==> config.mk <==
export PLATFORM = sky130hd
export DESIGN_NAME = decode_stage
export DESIGN_NICKNAME = d
export VERILOG_FILES = /design/src/source/rv_decode_pkg.sv /design/src/source/rv_ctrl_if.sv /design/src/source/base_integer_ctrl_unit.sv /design/src/source/alu_ctrl_unit.sv /design/src/source/imm_gen.sv /design/src/source/decode_stage.sv
export SDC_FILE = /design/constraint.sdc
export NUM_CORES = 1
export LEC_CHECK = 0
export ABC_CLOCK_PERIOD_IN_PS = 2200
export BUFFER_PORTS_ARGS = -buffer_cell sky130_fd_sc_hd__buf_2
export CAP_MARGIN = 30
export CORE_MARGIN = 3
export CORE_UTILIZATION = 43
export CTS_CLUSTER_DIAMETER = 60
export DETAILED_ROUTE_END_ITERATION = 7
export GPL_TIMING_DRIVEN = 0
export PLACE_DENSITY = 0.82
export SLEW_MARGIN = 20
export SYNTH_ARGS = -nofsm -noshare
export SYNTH_HDL_FRONTEND = slang
export SYNTH_SLANG_ARGS = --single-unit
export TNS_END_PERCENT = 30
==> constraint.sdc <==
create_clock -name i_clk -period 2.2 [get_ports i_clk]
set_input_delay 0.22 -clock i_clk [delete_from_list [all_inputs] [get_ports i_clk]]
set_output_delay 0.22 -clock i_clk [all_outputs]
set_load 0.01 [all_outputs]
==> src/source/rv_decode_pkg.sv <==
/*
 * RV32I decode package
 * Opcodes, field widths, memory sizes and ALU operations shared by the decode stage
 */
package rv_decode_pkg;

    ////////////////////
    // Widths and types
    ////////////////////
    localparam int XLEN = 32;               // Data path width

    typedef logic [XLEN-1:0] word_t;        // Instruction or immediate
    typedef logic [6:0]      opcode_t;
    typedef logic [4:0]      reg_addr_t;    // rs1, rs2, rd
    typedef logic [2:0]      func3_t;

    ////////////////////
    // Opcodes
    ////////////////////
    localparam opcode_t OPC_R_TYPE  = 7'b0110011;
    localparam opcode_t OPC_I_ARITH = 7'b0010011;
    localparam opcode_t OPC_LOAD    = 7'b0000011;
    localparam opcode_t OPC_JALR    = 7'b1100111;
    localparam opcode_t OPC_SYSTEM  = 7'b1110011;  // ECALL / EBREAK / CSR
    localparam opcode_t OPC_STORE   = 7'b0100011;
    localparam opcode_t OPC_BRANCH  = 7'b1100011;
    localparam opcode_t OPC_LUI     = 7'b0110111;
    localparam opcode_t OPC_AUIPC   = 7'b0010111;
    localparam opcode_t OPC_JAL     = 7'b1101111;

    // Coarse ALU class from the main decoder
    typedef logic [1:0] alu_class_t;
    localparam alu_class_t ALU_CLASS_ADD    = 2'b00;  // Address / immediate math
    localparam alu_class_t ALU_CLASS_BRANCH = 2'b01;  // Compare
    localparam alu_class_t ALU_CLASS_FUNC   = 2'b10;  // Decode from func3

    // Load / store access size
    typedef logic [1:0] data_size_t;
    localparam data_size_t SIZE_NONE = 2'b00;  // Also illegal func3
    localparam data_size_t SIZE_BYTE = 2'b01;
    localparam data_size_t SIZE_HALF = 2'b10;
    localparam data_size_t SIZE_WORD = 2'b11;

    ////////////////////
    // ALU operations
    ////////////////////
    typedef enum logic [3:0] {
        ALU_ADD  = 4'd0,
        ALU_SUB  = 4'd1,
        ALU_SLL  = 4'd2,
        ALU_SLT  = 4'd3,
        ALU_SLTU = 4'd4,
        ALU_XOR  = 4'd5,
        ALU_SRL  = 4'd6,
        ALU_SRA  = 4'd7,
        ALU_OR   = 4'd8,
        ALU_AND  = 4'd9
    } alu_op_t;

endpackage

==> src/source/rv_ctrl_if.sv <==
/*
 * Main control bundle
 * Carries the decoded control fields from the base integer control unit to its users
 */
interface rv_ctrl_if;
    import rv_decode_pkg::*;

    logic       reg_write;   // Register file write enable
    logic       mem_read;    // Load
    logic       mem_write;   // Store
    logic       alu_src;     // Immediate as ALU operand B
    logic       mem_to_reg;  // Writeback from memory
    logic       branch;
    logic       jump;        // JAL / JALR
    alu_class_t alu_class;
    data_size_t data_size;

    // Main decoder drives everything
    modport producer (output reg_write, mem_read, mem_write, alu_src, mem_to_reg,
                      branch, jump, alu_class, data_size);

    modport consumer (input reg_write, mem_read, mem_write, alu_src, mem_to_reg,
                      branch, jump, alu_class, data_size);

endinterface

==> src/source/base_integer_ctrl_unit.sv <==
/*
 * Base integer control unit
 * Decodes opcode and func3 into the main RV32I control fields
 */
module base_integer_ctrl_unit (
    input  rv_decode_pkg::opcode_t i_opcode,  // Instruction opcode field
    input  rv_decode_pkg::func3_t  i_func3,   // Instruction func3 field
    rv_ctrl_if.producer            ctrl       // Decoded control fields
);
    import rv_decode_pkg::*;

    data_size_t load_size;   // Size from func3 for loads
    data_size_t store_size;  // Same for stores

    ////////////////////
    // Access size
    ////////////////////
    always_comb begin
        case (i_func3)
            3'b000, 3'b100: load_size = SIZE_BYTE;  // LB, LBU
            3'b001, 3'b101: load_size = SIZE_HALF;  // LH, LHU
            3'b010:         load_size = SIZE_WORD;  // LW
            default:        load_size = SIZE_NONE;  // Illegal
        endcase
    end

    always_comb begin
        case (i_func3)
            3'b000:  store_size = SIZE_BYTE;  // SB
            3'b001:  store_size = SIZE_HALF;  // SH
            3'b010:  store_size = SIZE_WORD;  // SW
            default: store_size = SIZE_NONE;
        endcase
    end

    ////////////////////
    // Main decode
    ////////////////////
    always_comb begin
        // Unknown opcode leaves all zeros
        ctrl.reg_write  = 1'b0;
        ctrl.mem_read   = 1'b0;
        ctrl.mem_write  = 1'b0;
        ctrl.alu_src    = 1'b0;
        ctrl.mem_to_reg = 1'b0;
        ctrl.branch     = 1'b0;
        ctrl.jump       = 1'b0;
        ctrl.alu_class  = ALU_CLASS_ADD;
        ctrl.data_size  = SIZE_NONE;
        case (i_opcode)
            OPC_R_TYPE: begin
                ctrl.reg_write = 1'b1;
                ctrl.alu_class = ALU_CLASS_FUNC;
            end
            OPC_I_ARITH, OPC_JALR, OPC_SYSTEM: begin
                ctrl.reg_write = 1'b1;
                ctrl.alu_src   = 1'b1;
                ctrl.jump      = (i_opcode == OPC_JALR);
                // SYSTEM stays in the add class
                ctrl.alu_class = (i_opcode == OPC_SYSTEM) ? ALU_CLASS_ADD : ALU_CLASS_FUNC;
            end
            OPC_LOAD: begin
                ctrl.reg_write  = 1'b1;
                ctrl.mem_read   = 1'b1;
                ctrl.alu_src    = 1'b1;          // Base + offset
                ctrl.mem_to_reg = 1'b1;
                ctrl.data_size  = load_size;
            end
            OPC_STORE: begin
                ctrl.mem_write = 1'b1;
                ctrl.alu_src   = 1'b1;
                ctrl.data_size = store_size;
            end
            OPC_BRANCH: begin
                ctrl.branch    = 1'b1;
                ctrl.alu_class = ALU_CLASS_BRANCH;  // rs1 - rs2 compare
            end
            OPC_LUI, OPC_AUIPC: begin
                ctrl.reg_write = 1'b1;
                ctrl.alu_src   = 1'b1;
            end
            OPC_JAL: begin
                ctrl.reg_write = 1'b1;              // Link register
                ctrl.jump      = 1'b1;
            end
            default: ;
        endcase
    end

    // No opcode may both load and store
    always_comb begin
        assert (!(ctrl.mem_read && ctrl.mem_write))
            else $error("mem_read and mem_write high together, opcode %h", i_opcode);
    end

endmodule

==> src/source/alu_ctrl_unit.sv <==
/*
 * ALU control unit
 * Maps the coarse ALU class and the function fields onto a concrete ALU operation
 */
module alu_ctrl_unit (
    rv_ctrl_if.consumer             ctrl,        // alu_class and alu_src used
    input  rv_decode_pkg::func3_t   i_func3,
    input  logic                    i_func7_b5,  // Instruction bit 30
    output rv_decode_pkg::alu_op_t  o_alu_op
);
    import rv_decode_pkg::*;

    ////////////////////
    // Operation select
    ////////////////////
    always_comb begin
        case (ctrl.alu_class)
            ALU_CLASS_ADD:    o_alu_op = ALU_ADD;  // Loads, stores, LUI, AUIPC, JAL
            ALU_CLASS_BRANCH: o_alu_op = ALU_SUB;  // Compare by subtraction
            ALU_CLASS_FUNC: begin
                case (i_func3)
                    // Bit 30 of an ADDI is immediate data, not SUB
                    3'b000: o_alu_op = (i_func7_b5 && !ctrl.alu_src) ? ALU_SUB : ALU_ADD;
                    3'b001: o_alu_op = ALU_SLL;
                    3'b010: o_alu_op = ALU_SLT;
                    3'b011: o_alu_op = ALU_SLTU;
                    3'b100: o_alu_op = ALU_XOR;
                    // SRAI keeps bit 30 as well
                    3'b101: o_alu_op = i_func7_b5 ? ALU_SRA : ALU_SRL;
                    3'b110: o_alu_op = ALU_OR;
                    default: o_alu_op = ALU_AND;  // 111
                endcase
            end
            default: o_alu_op = ALU_ADD;          // Class 11 unused
        endcase
    end

    // Guards against an undecoded class reaching execute
    always_comb begin
        assert (!$isunknown(o_alu_op))
            else $error("ALU operation unknown, class %b func3 %b",
                        ctrl.alu_class, i_func3);
    end

endmodule

==> src/source/imm_gen.sv <==
/*
 * Immediate generator
 * Builds the sign-extended I, S, B, U or J immediate selected by the opcode
 */
module imm_gen (
    input  rv_decode_pkg::word_t i_instr,  // Full instruction
    output rv_decode_pkg::word_t o_imm     // Sign-extended immediate
);
    import rv_decode_pkg::*;

    opcode_t opcode;
    logic    sign;  // Always instruction bit 31
    word_t   imm_i;
    word_t   imm_s;
    word_t   imm_b;
    word_t   imm_u;
    word_t   imm_j;

    assign opcode = i_instr[6:0];
    assign sign   = i_instr[31];

    ////////////////////
    // Format layouts
    ////////////////////
    assign imm_i = {{(XLEN-12){sign}}, i_instr[31:20]};
    assign imm_s = {{(XLEN-12){sign}}, i_instr[31:25], i_instr[11:7]};

    // Branch offset is halfword aligned
    assign imm_b = {{(XLEN-13){sign}}, i_instr[31], i_instr[7],
                    i_instr[30:25], i_instr[11:8], 1'b0};

    assign imm_u = {i_instr[31:12], 12'b0};  // Upper 20 bits

    assign imm_j = {{(XLEN-21){sign}}, i_instr[31], i_instr[19:12],
                    i_instr[20], i_instr[30:21], 1'b0};

    ////////////////////
    // Format select
    ////////////////////
    always_comb begin
        case (opcode)
            OPC_I_ARITH,
            OPC_LOAD,
            OPC_JALR,
            OPC_SYSTEM:         o_imm = imm_i;
            OPC_STORE:          o_imm = imm_s;
            OPC_BRANCH:         o_imm = imm_b;
            OPC_LUI, OPC_AUIPC: o_imm = imm_u;
            OPC_JAL:            o_imm = imm_j;
            default:            o_imm = '0;    // R-type has none
        endcase
    end

endmodule

==> src/source/decode_stage.sv <==
/*
 * RV32I decode stage
 * Splits register fields, decodes control, ALU op and immediate,
 * and registers everything once with bubble gating on i_valid
 */
module decode_stage (
    input  logic                      i_clk,
    input  logic                      i_rst,        // Sync, active high
    input  logic                      i_valid,      // Instruction present
    input  rv_decode_pkg::word_t      i_instr,
    output logic                      o_valid,
    output rv_decode_pkg::reg_addr_t  o_rs1,
    output rv_decode_pkg::reg_addr_t  o_rs2,
    output rv_decode_pkg::reg_addr_t  o_rd,
    output rv_decode_pkg::func3_t     o_func3,      // For signed/unsigned loads
    output rv_decode_pkg::word_t      o_imm,
    output rv_decode_pkg::alu_op_t    o_alu_op,
    output logic                      o_reg_write,
    output logic                      o_mem_read,
    output logic                      o_mem_write,
    output logic                      o_alu_src,
    output logic                      o_mem_to_reg,
    output logic                      o_branch,
    output logic                      o_jump,
    output rv_decode_pkg::data_size_t o_data_size
);
    import rv_decode_pkg::*;

    reg_addr_t rs1;
    reg_addr_t rs2;
    reg_addr_t rd;
    func3_t    func3;
    word_t     imm;     // From imm_gen
    alu_op_t   alu_op;  // From alu_ctrl_unit

    ////////////////////
    // Field slicing
    ////////////////////
    assign rs1   = i_instr[19:15];
    assign rs2   = i_instr[24:20];
    assign rd    = i_instr[11:7];
    assign func3 = i_instr[14:12];

    rv_ctrl_if u_ctrl_if ();

    base_integer_ctrl_unit u_base_ctrl (
        .i_opcode (i_instr[6:0]),
        .i_func3  (func3),
        .ctrl     (u_ctrl_if.producer)
    );

    alu_ctrl_unit u_alu_ctrl (
        .ctrl       (u_ctrl_if.consumer),
        .i_func3    (func3),
        .i_func7_b5 (i_instr[30]),
        .o_alu_op   (alu_op)
    );

    imm_gen u_imm_gen (
        .i_instr (i_instr),
        .o_imm   (imm)
    );

    ////////////////////
    // Pipeline register
    ////////////////////
    // Valid and enables, bubble when i_valid low
    always_ff @(posedge i_clk) begin
        if (i_rst) begin
            o_valid     <= 1'b0;
            o_reg_write <= 1'b0;
            o_mem_read  <= 1'b0;
            o_mem_write <= 1'b0;
            o_branch    <= 1'b0;
            o_jump      <= 1'b0;
        end else begin
            o_valid     <= i_valid;
            o_reg_write <= i_valid & u_ctrl_if.reg_write;
            o_mem_read  <= i_valid & u_ctrl_if.mem_read;
            o_mem_write <= i_valid & u_ctrl_if.mem_write;
            o_branch    <= i_valid & u_ctrl_if.branch;
            o_jump      <= i_valid & u_ctrl_if.jump;
        end
    end

    // Data fields load every cycle
    always_ff @(posedge i_clk) begin
        o_rs1        <= rs1;
        o_rs2        <= rs2;
        o_rd         <= rd;
        o_func3      <= func3;
        o_imm        <= imm;
        o_alu_op     <= alu_op;
        o_alu_src    <= u_ctrl_if.alu_src;
        o_mem_to_reg <= u_ctrl_if.mem_to_reg;
        o_data_size  <= u_ctrl_if.data_size;
    end

    // A bubble never carries a side effect downstream
    a_bubble_quiet : assert property (@(posedge i_clk) disable iff (i_rst)
        !o_valid |-> !(o_reg_write || o_mem_read || o_mem_write || o_branch || o_jump))
        else $error("Enable high on an invalid slot");

endmodule

==> summary.txt, run 1 <==
DP Cell Count -> 364
Total GRT Usage -> 18.0%
Max-Slew Margin vs Limit -> 71.5%
DR vias -> 1853
Ys async rst share -> 0%
Synth warn -> 0
CTS buffer count -> 9
Area share of the largest cell type after synthesis -> 59.6%
Total gr overflow -> 0
First-pass GRT wire length -> 8.36 mm
Worst-margin pin slew -> 427 ps
Post-route minimum period -> 1620 ps
Flip-flop count of the largest register after layout -> 32
DRC -> 0
Design Area, Final -> 3080 µm²
Post_cts resized -> 0
Via density per instance -> 4.74
Crit-path max FO -> 7
Fin nets -> 356
Number of synthesized flops with an enable pin -> 0
Element type at the critical path end -> flip-flop
Register area -> 1280 µm²
Share of layout cells above drive strength 1 -> 39.8%
TritonRoute pass-1 iters -> 4
Vias in the first global route -> 1782
Leakage -> 1.63 nW
Footprint of the multi-input gates -> 777 µm²
DR iter-0 viols -> 110
Root Buffer -> clkbuf_8
Cell area after synthesis -> 2150 µm²
Die X -> 76.7 µm
Final setup fails -> 0
Starting Density -> 44.9%
Io pins -> 99
# clock sinks -> 64
Synthesized net count -> 237
Worst hold path class -> input pin to flip-flop
Cell Area, Placed -> 2720 µm²
Min Hold Slack -> 20.0 ps
Routability Congestion -> 0.865
PortBufs -> 97
Critical Path RT -> 2460 ps
Power after layout -> 2.64 mW
Die area -> 5880 µm²
Worst Setup Start Kind -> input pin
Final hold violations -> 0
Max Freq -> 0.617 GHz
Part of the Yosys area used for sequential elements -> 59.6%
Die height -> 76.7 µm
Final HPWL from detailed placement -> 3.65 mm
Synth-to-layout area growth -> 43.4%
Clock Path Buffers -> 2
Reg with most FFs -> o_imm
Avg Cell Area, Syn -> 10.7 µm²
Distinct cells, synth -> 41
Final setup TNS -> 0 ps
WS Path Type -> input pin to flip-flop
Max-slew violation count -> 0
Post-Route WL -> 5.03 mm
Area leader, netlist -> dfxtp_1
Layout Utilization -> 64.4%
Top FF cell, synth -> dfxtp_1
Final cell count without fillers -> 391
Number of core rows -> 25
FILL cells -> 410
Initial antenna violation count -> 0
VDD IR max -> 0.619 mV
Arrival time worst endpoint -> 1880 ps
Power density over the cells -> 857 nW/µm²
Synthesized flop and latch total -> 64
Outcome -> finished, final reports clean
Routed WL per cell -> 12.9 µm
RSZ-0062 raised after global routing -> false
Setup WS pre-CTS -> 242 ps
Synth top area cells -> dfxtp_1 (60%), a21o_1 (7.0%), and2_1 (2.9%)
Core Region -> 4790 µm²
CTS tree -> built
ANT nets after route -> 0
Largest net degree at the start of global routing -> 13
Part of the cycle the worst path needs -> 73.7%
Max H-tree Level -> 3
N_diodes -> 0
Min setup slack post-route -> 579 ps
Maxcap violations -> 0
Post-synthesis instance total -> 200
Clock slew at reported path FFs -> 70 ps
-- synthesized netlist by cell type (2+ instances only) --
cell and count:
and3_1 3, a21oi_1 11, nand2b_1 4, dfxtp_1 64, o21ai_1 2, nor2_1 10, nor3_1 5, inv_1 3
and2_1 10, ha_1 2, xor2_1 2, inv_2 2, buf_6 3, o2bb2ai_1 2, buf_4 2, a22o_1 4
o21ai_0 4, nand2_1 13, buf_2 4, o2111a_1 2, nor2b_1 5, nand3_1 5, a21o_1 20
-- power breakdown --
part,switching [mW],internal (mW)
registers,0.00652,1.19
clock network,0.452,0.789
logic,0.111,0.0935
total,0.569,2.07
-- path summary, 6_finish.rpt --
path / slack (ps) / cells past startpoint / to / startpoint
worst min-delay path: 20 / 1 / o_rs2[2] / i_instr[22]
worst max-delay path: 580 / 10 / o_alu_op[0] / i_instr[6]
-- layout by cell type (no fill, tap or decap), types with 2 or more instances in the layout --
master and count:
a21o_1 20, a21oi_1 11, a22o_1 4, and2_1 10, and3_1 3, buf_2 101, buf_4 2, buf_6 3
bufinv_16 3, clkbuf_8 10, dfxtp_1 64, dlygate4sd3_1 11, ha_1 2, inv_1 3, inv_2 2, nand2_1 13
nand2b_1 4, nand3_1 5, nor2_1 10, nor2b_1 5, nor3_1 5, o2111a_1 2, o21ai_0 4, o21ai_1 2
o2bb2ai_1 2, xor2_1 2
-- timing repair --
action | CTS | global route
hold buffers | 11 | 0
setup buffers | 0 | 0
endpoints found under the hold margin | 11 | 0
-- critical path, stage by stage --
cell	delay, ps
buf_2	140
and2_1	200
nand2_1	170
nand2_1	110
and2_1	170
ha_1	310
nor2b_1	150
o21ai_0	90
a211o_1	250
o221ai_1	70
-- area by class of cell --
cell class                 instances  area share, %
clock buffer                      10           4.47
multi-input combinational        121           25.2
buffer                            10           2.35
clock inverter                     6           3.74
sequential                        64           41.6
inverter                           5          0.609
tap                               67           2.72
timing repair buffer             108           19.3
-- cell families after synthesis --
group	synth area share, %
xor gates and xnor gates	0.815
and+or+nand+nor	15.4
adders and majority gates	1.16
AOI/OAI and AO/OA	18.7
DFF	59.6
buffers and inverters	4.25
-- routing by layer --
layer	vias to the layer above	part of all wire, %	GRT usage, %
met2	89	45	26.6
met4	0	2.1	8.70
li1	922	-	-
met5	-	0	0
met3	11	10	7.28
met1	831	43	22.7
(Power assumes the default switching activity.)
==> run 2, diff against run 1 <==
Settings changed: ABC_AREA from default to 1, ABC_CLOCK_PERIOD_IN_PS 2200 to 1590, PLACE_DENSITY 0.82 to 0.83.
Clock period 2.2 ns to 1.59 ns, I/O delays scaled along.
==> summary.txt, run 2 <==
Die X -> 75.6 µm (-1.5%)
Top FF cell, synth -> dfxtp_1
DR iter-0 viols -> 71 (-35%)
Most frequent cells after synthesis -> dfxtp_1 (64), nand2_1 (45), inv_1 (26)
Most frequent cells in the layout -> buf_2 (100), dfxtp_1 (64), nand2_1 (45)
Final setup TNS -> 0 ps (unchanged)
Footprint of the multi-input gates -> 658 µm² (-15%)
Number of core rows -> 24 (-4.0%)
Power after layout -> 3.41 mW (+29%)
Clock slew at reported path FFs -> 70 ps (about the same)
Final setup fails -> 0 (unchanged)
Register area -> 1280 µm² (unchanged)
Synth warn -> 0 (unchanged)
Core Region -> 4500 µm² (-5.9%)
WS Path Type -> input pin to flip-flop
Max H-tree Level -> 3 (unchanged)
Hold depth -> 3 (+2)
Number of synthesized flops with an enable pin -> 0 (unchanged)
Hold path start -> i_valid
Part of the cycle the worst path needs -> 83.3%
Ys async rst share -> 0% (unchanged)
Final hold violations -> 0 (unchanged)
Synthesized flop and latch total -> 64 (unchanged)
PortBufs -> 98 (+1.0%)
Maxcap violations -> 0 (unchanged)
Synth-to-layout area growth -> 46.1%
Post-synthesis instance total -> 224 (+12%)
Leakage -> 1.64 nW (+0.59%)
Max-slew violation count -> 0 (unchanged)
Starting Density -> 46.2% (+1.3 points)
Post-Route WL -> 5.30 mm (+5.5%)
Worst-margin pin slew -> 292 ps (-135 ps)
Synth top area cells -> dfxtp_1 (62%), nand2_1 (8.1%), inv_1 (4.7%)
Vias in the first global route -> 1760 (-1.2%)
Worst hold endpoint -> o_valid
Routability Congestion -> 0.893 (+3.3%)
Fin nets -> 389 (+9.3%)
Area leader, netlist -> dfxtp_1
RSZ-0062 raised after global routing -> false
Outcome -> finished, final reports clean
Reg with most FFs -> o_imm
Part of the Yosys area used for sequential elements -> 61.6% (+2.0 points)
# clock sinks -> 64 (unchanged)
Most common cell after layout, fill and taps aside -> buf_2
Design Area, Final -> 3040 µm² (-1.3%)
Final HPWL from detailed placement -> 3.61 mm (-1.2%)
Element type at the critical path end -> flip-flop
Die height -> 75.6 µm (-1.5%)
ANT nets after route -> 0 (unchanged)
Cell area after synthesis -> 2080 µm² (-3.2%)
Crit-path max FO -> 4 (-3)
Routed WL per cell -> 13.0 µm (+0.83%)
Worst hold path class -> input pin to flip-flop
DRC -> 0 (unchanged)
Post-route minimum period -> 1330 ps
Share of layout cells above drive strength 1 -> 35.9% (-4.0 points)
Via density per instance -> 4.76 (+0.45%)
Largest net degree at the start of global routing -> 11 (-2)
Total GRT Usage -> 19.3% (+1.3 points)
Io pins -> 99 (unchanged)
Synthesized net count -> 261 (+10%)
FILL cells -> 355 (-13%)
Critical Path RT -> 1860 ps (-600 ps)
TritonRoute pass-1 iters -> 4 (unchanged)
Most frequent cell after synthesis -> dfxtp_1
Post_cts resized -> 0 (unchanged)
N_diodes -> 0 (unchanged)
Root Buffer -> clkbuf_8
Avg Cell Area, Syn -> 9.29 µm² (-14%)
Clock Path Buffers -> 2 (unchanged)
Cell Area, Placed -> 2640 µm² (-3.0%)
Max Freq -> 0.755 GHz
Total gr overflow -> 0 (unchanged)
VDD IR max -> 0.650 mV (+5.0%)
CTS tree -> built
Arrival time worst endpoint -> 1600 ps (-280 ps)
Initial antenna violation count -> 0 (unchanged)
Power density over the cells -> 1120 nW/µm² (+31%)
Die area -> 5710 µm² (-3.0%)
CTS buffer count -> 9 (unchanged)
Distinct cells, synth -> 25 (-39%)
Flip-flop count of the largest register after layout -> 32 (unchanged)
First-pass GRT wire length -> 8.07 mm (-3.5%)
Worst Setup Start Kind -> input pin
Max-Slew Margin vs Limit -> 80.5% (+9.1 points)
Min Hold Slack -> 40.8 ps (+20.8 ps)
Area share of the largest cell type after synthesis -> 61.6% (+2.0 points)
DR vias -> 1947 (+5.1%)
==> run 2: cell count changes after synthesis, sizes merged, moves of 6 or more <==
cell / change
nand3: +8
and2: -9
nor2: +10
a21oi: -6
nand4: +11
nand2: +36
inv: +22
a21o: -20
==> run 2: area by class of cell <==
| class | count | area share (%) |
|---|---|---|
| buffer | 5 | 1.32 |
| clock buffer | 13 | 4.90 |
| clock inverter | 3 | 2.14 |
| inverter | 27 | 3.33 |
| multi-input combinational | 128 | 21.6 |
| sequential | 64 | 42.1 |
| tap | 52 | 2.14 |
| timing repair buffer | 117 | 22.4 |
==> run 2: critical path: stages <==
cell and delay [ps]:
buf_2 100, nor2_1 170, nand2_4 100, a21oi_2 160, nor2_2 90, o21ai_0 220
ha_1 290, nor2_1 140, inv_1 70, nor2_1 90
==> run 2: per-stage QoR <==
step	instances	worst slack [ps]	utilization, %
floorplan	224	159	-
detailed placement	374	-101	58.5
global route	409	4.17	67.5
finish	409	265	67.5
global placement	374	-74.4	58.5
CTS	409	252	67.5
==> run 2: kinds of logic after synthesis <==
group	synth area share [%]
and+or+nand+nor	22.7
adders and majority gates	1.20
DFF	61.6
AOI/OAI and AO/OA	7.76
buffers and inverters	6.79
==> run 2: worst max-delay path by stage <==
stage,startpoint,to,slack [ps],cells after the start
floorplan,i_instr[2],o_alu_op[1],160,9
global placement,i_instr[2],o_alu_op[1],-70,10
detailed placement,i_instr[2],o_alu_op[1],-100,10
CTS,i_instr[2],o_alu_op[1],250,10
global route,i_instr[2],o_alu_op[3],4,10
finish,i_instr[2],o_alu_op[3],260,10
==> run 2: what timing repair did <==
action / 4_1_cts / 5_1_grt
hold buffers: 19 / 0
setup buffers: 0 / 0
hold endpoints to repair: 19 / 0
==> run 2: power by group <==
part / internal [mW] / switching (mW) / total [mW]
clock network: 0.925 / 0.571 / 1.50
logic: 0.118 / 0.132 / 0.251
registers: 1.65 / 0.0107 / 1.66
==> run 2: metal layers <==
layer  track usage, %  vias to the layer above  wire (µm)
li1                 -                      982          -
met1             20.9                      867       2120
met2             33.3                       86       2630
met3             6.46                       12        447
met4             10.3                        0        106
met5                0                        -          0
